$ cat config.mk
export PLATFORM = sky130hd
export DESIGN_NAME = nebula_status_agg
export DESIGN_NICKNAME = d
export VERILOG_FILES = /design/src/nebula_pkg.sv /design/src/nebula_status_agg.sv
export SDC_FILE = /design/constraint.sdc
export NUM_CORES = 1
export LEC_CHECK = 0
export ABC_AREA = 1
export BUFFER_PORTS_ARGS = -buffer_cell sky130_fd_sc_hd__clkbuf_2
export CAP_MARGIN = 30
export CORE_MARGIN = 5
export CORE_UTILIZATION = 40
export DETAILED_ROUTE_END_ITERATION = 16
export PLACE_DENSITY = 0.81
export SLEW_MARGIN = 10
export SYNTH_ARGS = -nofsm -noshare
export SYNTH_HDL_FRONTEND = slang
export SYNTH_SLANG_ARGS = --single-unit
$ cat constraint.sdc
create_clock -name clk -period 1.1 [get_ports clk]
set_input_delay 0.22 -clock clk [delete_from_list [all_inputs] [get_ports clk]]
set_output_delay 0.22 -clock clk [all_outputs]
set_load 0.02 [all_outputs]
$ cat src/nebula_pkg.sv
`default_nettype none

package nebula_pkg;

  // ==================================================
  // Vector types
  // ==================================================

  // Configuration port
  typedef logic [15:0] cfg_addr_t;
  typedef logic [31:0] cfg_data_t;
  typedef logic [7:0]  reg_index_t;

  // Status words
  typedef logic [31:0] status_word_t;

  // Local-port flit fields and the trace word built from them
  typedef logic [31:0] flit_header_t;
  typedef logic [31:0] flit_payload_t;
  typedef logic [63:0] trace_data_t;
  typedef logic [7:0]  node_id_t;

  // ==================================================
  // Register map
  // ==================================================

  localparam int NUM_CFG_REGS = 256;

  // Indices below this bound are read-only
  localparam int NUM_RO_REGS = 16;

  // Topology defaults inside the read-only window
  localparam int REG_TOPOLOGY   = 0;
  localparam int REG_CHI_EN     = 1;
  localparam int REG_AXI_EN     = 2;
  localparam int REG_NODE_COUNT = 3;

  // Identification value in the top half of system status
  localparam logic [15:0] STATUS_MAGIC = 16'h5A5A;

endpackage

`default_nettype wire
$ cat src/nebula_status_agg.sv
`timescale 1ns/100ps
`default_nettype none

module nebula_status_agg
  import nebula_pkg::*;
#(
  parameter int MESH_WIDTH  = 4,
  parameter int MESH_HEIGHT = 4,
  parameter bit ENABLE_AXI  = 1'b1,
  parameter bit ENABLE_CHI  = 1'b1
) (
  input  logic                                   clk,
  input  logic                                   rst_n,
  input  logic [MESH_WIDTH*MESH_HEIGHT-1:0]      router_error,
  input  logic [MESH_WIDTH*MESH_HEIGHT-1:0]      protocol_error,
  output status_word_t                           system_status,
  output status_word_t                           error_status
);

  localparam int NUM_NODES = MESH_WIDTH * MESH_HEIGHT;

  // Combined per-node flags, one cycle behind the inputs
  logic [NUM_NODES-1:0] node_err_q;

  always_ff @(posedge clk) begin
    if (!rst_n) begin
      node_err_q <= '0;
    end else begin
      node_err_q <= router_error | protocol_error;
    end
  end

  // Fixed identification and topology word
  assign system_status = {
    STATUS_MAGIC,
    4'h0,
    4'(MESH_HEIGHT),
    4'(MESH_WIDTH),
    1'b0,
    ENABLE_CHI,
    ENABLE_AXI,
    1'b1
  };

  // Bits 15 and 14 are live, bit 13 is the registered summary
  assign error_status = {
    16'h0000,
    |protocol_error,
    |router_error,
    |node_err_q,
    13'h0000
  };

endmodule

`default_nettype wire

==> reports/qor.yml <==
status: "finished, violations left"
violations: "negative setup slack"
dieArea_um2: 3870
initial_utilization: 0.406
max_cap_violations: 0
wl_per_cell_um: 8.42
num_rows: 19
coreArea_um2: 2690
busiest_layer: "met2"
path_class: "flop to output port"
antenna_found_initial: 0
largest_reg_flops: 16
synth.area.mux_share: 0
cts_sinks: 16
ios: 98
finalCritPeriodShare: 1.17
h-tree-depth: 1
hpwl_um: 1720
synth_top_family_by_area: "buffers and inverters"
holdWs_ps: 151
utilization: 0.417
die_w_um: 62.2
hold_buffers: 0
layout_commonest_cell: "conb_1"
grt-ovfl-total: 0
path_delay_family: "simple AND/OR/NAND/NOR gates"
met1_usage: 0.0945
viasPerCell: 3.54
ys_seq_area_frac: 0.294
multiInputGateArea_um2: 528
ys_ff_latch: 16
yosys.area_share.simple: 0.265
max_stage_delay_ps: 310
hold_end: "node_err_q[12]$_SDFF_PN0_"
min_from: "router_error[12]"
seq_area_um2: 323
yosysWarnings: 0
routed_wl_um: 1900
synth_cell_types: 7
p_leak_nw: 0.631
post-route-min-period_ps: 1290
use_met3: 0.0288
final.setup.tns_ps: -185
die_height_um: 62.2
firstDrtPassIters: 2
clockBufferDepth: 2
instances_no_fill: 226
hold_violations: 0
grtUsageMet2: 0.142
grt_pass1_wl_um: 2750
gp_congestion: 0.741
max_freq_ghz: 0.778
slowest_stage: "dfxtp_1"
hold_path.class: "input pin to flop"
synth_compound_area_frac: 0
critPathCaptureType: "output port"
setup_violations: 1
cts_tree: "built"
vias: 800
finalNetCount: 230
worstPathArrival_ps: 1070
slew_viol_final: 0
synthAdderAreaFrac: 0
irDropWorstVdd_mv: 0.683
port_buffers: 36
grt_max_degree: 17
power-per-cell-area_nw_per_um2: 1190
numPlacedInstances: 222
drtIter0Drc: 4
critPathRequiredTime_ps: 880
layout_common_cells: "conb_1, nor2_1, clkbuf_2, nand2_1, dfxtp_1"
fin_ws_ps: -185
synthToLayoutAreaGrowth_pct: 2.87
grt_pass1_vias: 666
critPathBufInv: 1
start_kind: "flop"
grt.total_usage: 0.0881
min_path_cells: 3
path_cells: "nor2_1, nand2_1, nor2_1, nand2_1, clkbuf_8"
layout-drive-gt1-share: 0.241
antenna_cells: 0
regMostFlops: "node_err_q"
rsz0062_at_grt: "true"
reg.largest.list: "node_err_q: 16 flops"
drc_errors: 0
num-fill-cells: 298
synth_cells: 158
numCtsBuffers: 3
clk_pin_slew_ps: 90
syn_area_per_cell_um2: 6.90
ant_nets: 0
syn_area_um2: 1090
cp_max_fo: 1
synth-xor-area-share: 0
root_buffer: "clkbuf_4"
==> how the worst max path moves through the flow <==
stage                       endpoint                 startpoint  slack, ps  depth (start not counted)
floorplan           error_status[13]  node_err_q[15]$_SDFF_PN0_        240                          4
global placement    error_status[15]          protocol_error[7]         50                          6
detailed placement  error_status[15]          protocol_error[7]         50                          6
CTS                 error_status[13]  node_err_q[10]$_SDFF_PN0_       -210                          5
global route        error_status[13]  node_err_q[11]$_SDFF_PN0_       -270                          5
finish              error_status[13]  node_err_q[14]$_SDFF_PN0_       -190                          5
==> synth_stat cells <==
master / instances / area, um2
buf_4: 61 / 458
buf_6: 1 / 11.3
conb_1: 2 / 7.51
dfxtp_1: 16 / 320
inv_2: 1 / 3.75
nand2_1: 15 / 56.3
nor2_1: 62 / 233
==> timing repair <==
action / CTS / global route
cloned: 0 / 0
setup buffers: 0 / 0
endpoints found under the setup margin: 1 / 3
pin swaps: 4 / 8
resized for setup: 2 / 9
==> power by group <==
part	leakage, nW	internal, mW	switching, mW
clock network	0.0210	0.202	0.175
logic	0.475	0.0744	0.260
registers	0.135	0.619	0.00937
==> metrics by stage <==
step                total power, mW  setup WS (ps)  cell area (um2)
global placement              0.963           47.9             1060
CTS                            1.34           -208             1110
floorplan                      1.05            240             1310
global route                   1.42           -271             1120
finish                         1.34           -185             1120
detailed placement            0.968           45.8             1060
==> layer usage <==
layer / wire length, um / share of wire
met5: 0 / 0
met1: 634 / 0.33
met2: 999 / 0.52
met4: 38 / 0.020
met3: 231 / 0.12
==> layout make-up <==
class | instances | area share
well taps | 31 | 0.0346
clock buffers | 4 | 0.0324
multi-input cells | 138 | 0.471
inverters | 1 | 0.00335
flip-flops and latches | 16 | 0.288
repair buffers | 36 | 0.171
==> kinds of logic (layout without fill, tap and decap cells) <==
kind of cell  Yosys count  in the layout
buf+inv                63             41
flops                  16             16
other cells             2             61
simple gates           77             77
No activity file was read; power rests on OpenSTA's default activity.
