File: src/nebula_pkg.sv
`default_nettype none

package nebula_pkg;

  // ==================================================
  // Vector types
  // ==================================================

  // Configuration port
  typedef logic [15:0] cfg_addr_t;
  typedef logic [31:0] cfg_data_t;
  typedef logic [7:0]  reg_index_t;

  // Status words
  typedef logic [31:0] status_word_t;

  // Local-port flit fields and the trace word built from them
  typedef logic [31:0] flit_header_t;
  typedef logic [31:0] flit_payload_t;
  typedef logic [63:0] trace_data_t;
  typedef logic [7:0]  node_id_t;

  // ==================================================
  // Register map
  // ==================================================

  localparam int NUM_CFG_REGS = 256;

  // Indices below this bound are read-only
  localparam int NUM_RO_REGS = 16;

  // Topology defaults inside the read-only window
  localparam int REG_TOPOLOGY   = 0;
  localparam int REG_CHI_EN     = 1;
  localparam int REG_AXI_EN     = 2;
  localparam int REG_NODE_COUNT = 3;

  // Identification value in the top half of system status
  localparam logic [15:0] STATUS_MAGIC = 16'h5A5A;

endpackage

`default_nettype wire
File: src/nebula_trace_capture.sv
`timescale 1ns/100ps
`default_nettype none

module nebula_trace_capture
  import nebula_pkg::*;
#(
  parameter int MESH_WIDTH  = 4,
  parameter int MESH_HEIGHT = 4
) (
  input  logic                                       clk,
  input  logic                                       rst_n,

  // Local-port output handshake of every node
  input  logic [MESH_WIDTH*MESH_HEIGHT-1:0]          local_valid,
  input  logic [MESH_WIDTH*MESH_HEIGHT-1:0]          local_ready,
  input  flit_header_t [MESH_WIDTH*MESH_HEIGHT-1:0]  local_header,
  input  flit_payload_t [MESH_WIDTH*MESH_HEIGHT-1:0] local_payload,

  // Trace
  output logic                                       trace_valid,
  output trace_data_t                                trace_data,
  output node_id_t                                   trace_node_id
);

  localparam int NUM_NODES = MESH_WIDTH * MESH_HEIGHT;

  logic [NUM_NODES-1:0] deliver;
  logic                 sel_found;
  node_id_t             sel_node;
  trace_data_t          sel_data;

  assign deliver = local_valid & local_ready;

  // ==================================================
  // Priority select, lowest node number wins
  // ==================================================

  always_comb begin
    sel_found = 1'b0;
    sel_node  = '0;
    sel_data  = '0;
    for (int i = 0; i < NUM_NODES; i++) begin
      if (deliver[i] && !sel_found) begin
        sel_found = 1'b1;
        sel_node  = node_id_t'(i);
        // Header in the upper word, payload below
        sel_data  = {local_header[i], local_payload[i]};
      end
    end
  end

  // ==================================================
  // Trace registers
  // ==================================================

  // One pulse per cycle with any delivery
  always_ff @(posedge clk) begin
    if (!rst_n) begin
      trace_valid <= 1'b0;
    end else begin
      trace_valid <= sel_found;
    end
  end

  // Hold last captured word between pulses
  always_ff @(posedge clk) begin
    if (sel_found) begin
      trace_data    <= sel_data;
      trace_node_id <= sel_node;
    end
  end

endmodule

`default_nettype wire

File: config.mk
export PLATFORM = sky130hd
export DESIGN_NAME = nebula_trace_capture
export DESIGN_NICKNAME = d
export VERILOG_FILES = /design/src/nebula_pkg.sv /design/src/nebula_trace_capture.sv
export SDC_FILE = /design/constraint.sdc
export NUM_CORES = 1
export LEC_CHECK = 0
export ABC_AREA = 1
export BUFFER_PORTS_ARGS = -buffer_cell sky130_fd_sc_hd__buf_4
export CAP_MARGIN = 20
export CORE_AREA = 2 2 442 444
export DETAILED_ROUTE_END_ITERATION = 7
export DIE_AREA = 0 0 444 446
export PLACE_DENSITY = 0.3
export SYNTH_ARGS = -nofsm -noshare
export SYNTH_HDL_FRONTEND = slang
export SYNTH_SLANG_ARGS = --single-unit
File: constraint.sdc
create_clock -name clk -period 7 [get_ports clk]
set_input_delay 1.4 -clock clk [delete_from_list [all_inputs] [get_ports clk]]
set_output_delay 1.4 -clock clk [all_outputs]
set_load 0.02 [all_outputs]
==> flow_summary_export.csv <==
group,metric,value,unit
outcome,outcome,"complete, no violations",
clock_network,cts_setup_buffers,0,
global_route,track_usage,15.1,%
place,place_area,23400,um2
power,p_int,1.40,mW
sta,max_freq,210,MHz
power,p_seq_share,21.9,%
logic_synthesis,synth-compound-area-share,0.368,%
floorplan,die_x,444,um
power,power_leakage,11.6,nW
clock_network,cts_hold_buffers,0,
logic_synthesis,avgSynthCellArea,5.16,um2
critical_path,end_kind,"register",
min_path,hold_start,"rst_n",
global_route,grt_pass1_wl,200,mm
clock_network,cts.sinks,69,
logic_synthesis,synth_top_area_share,24.3,%
power,clockPowerShare,18.7,%
final_layout,multiInputGateArea,7900,um2
logic_synthesis,yosys-mux-area-fraction,0,%
run,maxCapViolations,0,
routing,drc,0,
critical_path,path_cells,"buf_4 > nand2_1 > clkinv_2 > buf_4 > buf_4 > nand4_1 > nand3_1 > nor2_1 > nand3_1 > nor2_1 > nand3_1 > nor2_1 > nand3_1",
logic_synthesis,synthXorXnorAreaFrac,0,%
sta,period_minus_slack,4770,ps
logic_synthesis,ys_async_sr_fraction,0,%
sta,finalSetupTns,0,ps
critical_path,crit_arrival,4910,ps
power,p_sw_share,46.4,%
global_route,grt_pass1_vias,20800,
critical_path,critical_path.endpoint,"trace_data[0]$_DFFE_PP_",
floorplan,core,194000,um2
logic_synthesis,synth_top_family_by_area,"simple AND/OR/NAND/NOR gates",
logic_synthesis,ys_ff_latch,69,
floorplan,die_y,446,um
sta,holdWs,1270,ps
final_layout,fillers,23000,
logic_synthesis,synth-simple-area-share,65.0,%
logic_synthesis,synth_top_cell_by_area,"nand3_1",
sta,tightest_slew,954,ps
min_path,whs_path_depth,2,
floorplan,initial_core_util,6.15,%
logic_synthesis,yosysSeqAreaShare,17.3,%
clock_network,cts_resized,0,
logic_synthesis,yosys-top-cells-area,"nand3_1, edfxtp_1, nor2_1, nand2_1, inv_1",
power,peakVddDrop,0.115,mV
final_layout,register_area,2060,um2
floorplan,rows,162,
sta,finalCritPeriodShare,68.1,%
logic_synthesis,synth.most_common_cell,"nand3_1",
clock_network,clkTransAtPathRegs,70,ps
routing,dr_total_vias,20200,
critical_path,max_stage_delay,530,ps
logic_synthesis,syn_inst,2310,
clock_network,cts_htree_levels,3,
final_layout,syn2layout_area_growth,98.9,%
power,combPwrFrac,59.5,%
logic_synthesis,synth.distinct_cells,26,
logic_synthesis,yosys_warnings,0,
sta,slew_headroom,36.2,%
place,hpwlAfterDp,134,mm
sta,finalHoldViolCount,0,
logic_synthesis,synthesis.area,11900,um2
place,place.port_buffers,1126,
routing,firstDrtPassIters,5,
place,post-place-ws,1600,ps
sta,layout_setup_ws,2230,ps
routing,drt-initial-drc-count,1354,
final_layout,drive_above_1_share,37.0,%
critical_path,crit_top_cell,"nand3_1",
critical_path,crit_cells,13,
critical_path,cp.required,7140,ps
clock_network,cts_buffers,9,
global_route,antenna_found_initial,37,
logic_synthesis,synth_edf_count,68,
clock_network,clock-root-buffer,"clkbuf_16",
critical_path,crit_type,"input port to register",
sta,drv_slew,0,
critical_path,critPathTopFamily,"simple AND/OR/NAND/NOR gates",
floorplan,dieArea,198000,um2
routing,final_antenna_net_count,0,
critical_path,startpoint_type,"input port",
critical_path,worst-path-buf-inv,4,
clock_network,clk_path_buf_depth,2,
final_layout,fin_area,23700,um2
global_route,overflow,0,
logic_synthesis,synth_common_cells,"nand3_1, nor2_1, nand2_1, inv_1, nand4_1",
critical_path,worstPathMaxFanout,36,
final_layout,nets,4378,
routing,via_per_inst,3.44,
critical_path,crit_start,"local_valid[6]",
routing,wl,157,mm
logic_synthesis,synth_flop_cell,"edfxtp_1",
logic_synthesis,synthAdderAreaFrac,0,%
floorplan,pin_count,1131,
clock_network,tritoncts,"done",
place,globalplace.congestion,0.953,
sta,rsz0062_at_grt,"no",
global_route,grt_max_degree,130,
critical_path,cp_slowest_cell,"nand3_1",
power,switching_power,1.21,mW
sta,setup_violations,0,
power,powerDensity,110,nW/um2
routing,avgRoutedWirePerCell,26.7,um
min_path,hp-class,"input port to register",
-- per-layer routing --
layer / vias to the layer above / GRT usage (%) / wire length [um]
li1: 9544 / - / -
met3: 109 / 2.74 / 8460
met2: 809 / 29.2 / 85800
met5: - / 0 / 0
met4: 0 / 4.00 / 3800
met1: 9784 / 16.7 / 59000
-- cell type report --
cell class,instances,share of cell area [%]
clock inverters,4,0.106
repair buffers,1177,37.8
clock buffers,12,1.04
well taps,2542,13.4
multi-input cells,1725,33.3
inverters,338,5.37
flip-flops and latches,69,8.70
diodes,22,0.232
-- worst min path at each step --
stage | end | slack, ps
after floorplan | trace_valid$_SDFF_PN0_ | 1550
after detailed placement | trace_valid$_SDFF_PN0_ | 1670
after global placement | trace_valid$_SDFF_PN0_ | 1660
after global routing | trace_valid$_SDFF_PN0_ | 1250
final | trace_valid$_SDFF_PN0_ | 1270
after CTS | trace_valid$_SDFF_PN0_ | 1240
-- power by group through the flow --
stage	clock (mW)	combinational, mW	sequential [mW]
floorplan	0	0.390	0.652
global placement	0	1.62	0.584
detailed placement	0	1.62	0.582
CTS	0.513	1.62	0.575
global route	0.518	1.67	0.578
finish	0.488	1.55	0.571
-- kinds of logic (layout without fill, tap and decap cells) --
kind of cell / Yosys count / in the layout
other: 1 / 26
flip-flops: 69 / 69
AO/OA/AOI/OAI: 7 / 7
buffers and inverters: 519 / 1531
AND/OR/NAND/NOR: 1714 / 1714
-- sequential cells by signal (all words and copies together) (netlist names) --
| name | count |
|---|---|
| trace_node_id | 4 |
| trace_valid | 1 |
| trace_data | 64 |
-- cell usage in the layout, fill, tap and decap left out, types with 7 or more instances in the layout --
cell type  instances
buf_4           1167
nand3_1          577
inv_1            330
nand4_1          200
clkbuf_16          9
diode_2           22
nor2_2            11
edfxtp_1          68
buf_12            10
nand2_1          403
nor2_4             7
nor2_1           501
-- per-stage QoR --
step / util, % / total power [mW] / cells
after floorplan: - / 1.04 / 2313
final: 12.2 / 2.61 / 5889
after CTS: 12.2 / 2.71 / 5867
after global placement: 12.1 / 2.20 / 5851
after global routing: 12.2 / 2.77 / 5884
after detailed placement: 12.1 / 2.20 / 5851
No activity file was read; power rests on OpenSTA's default activity.
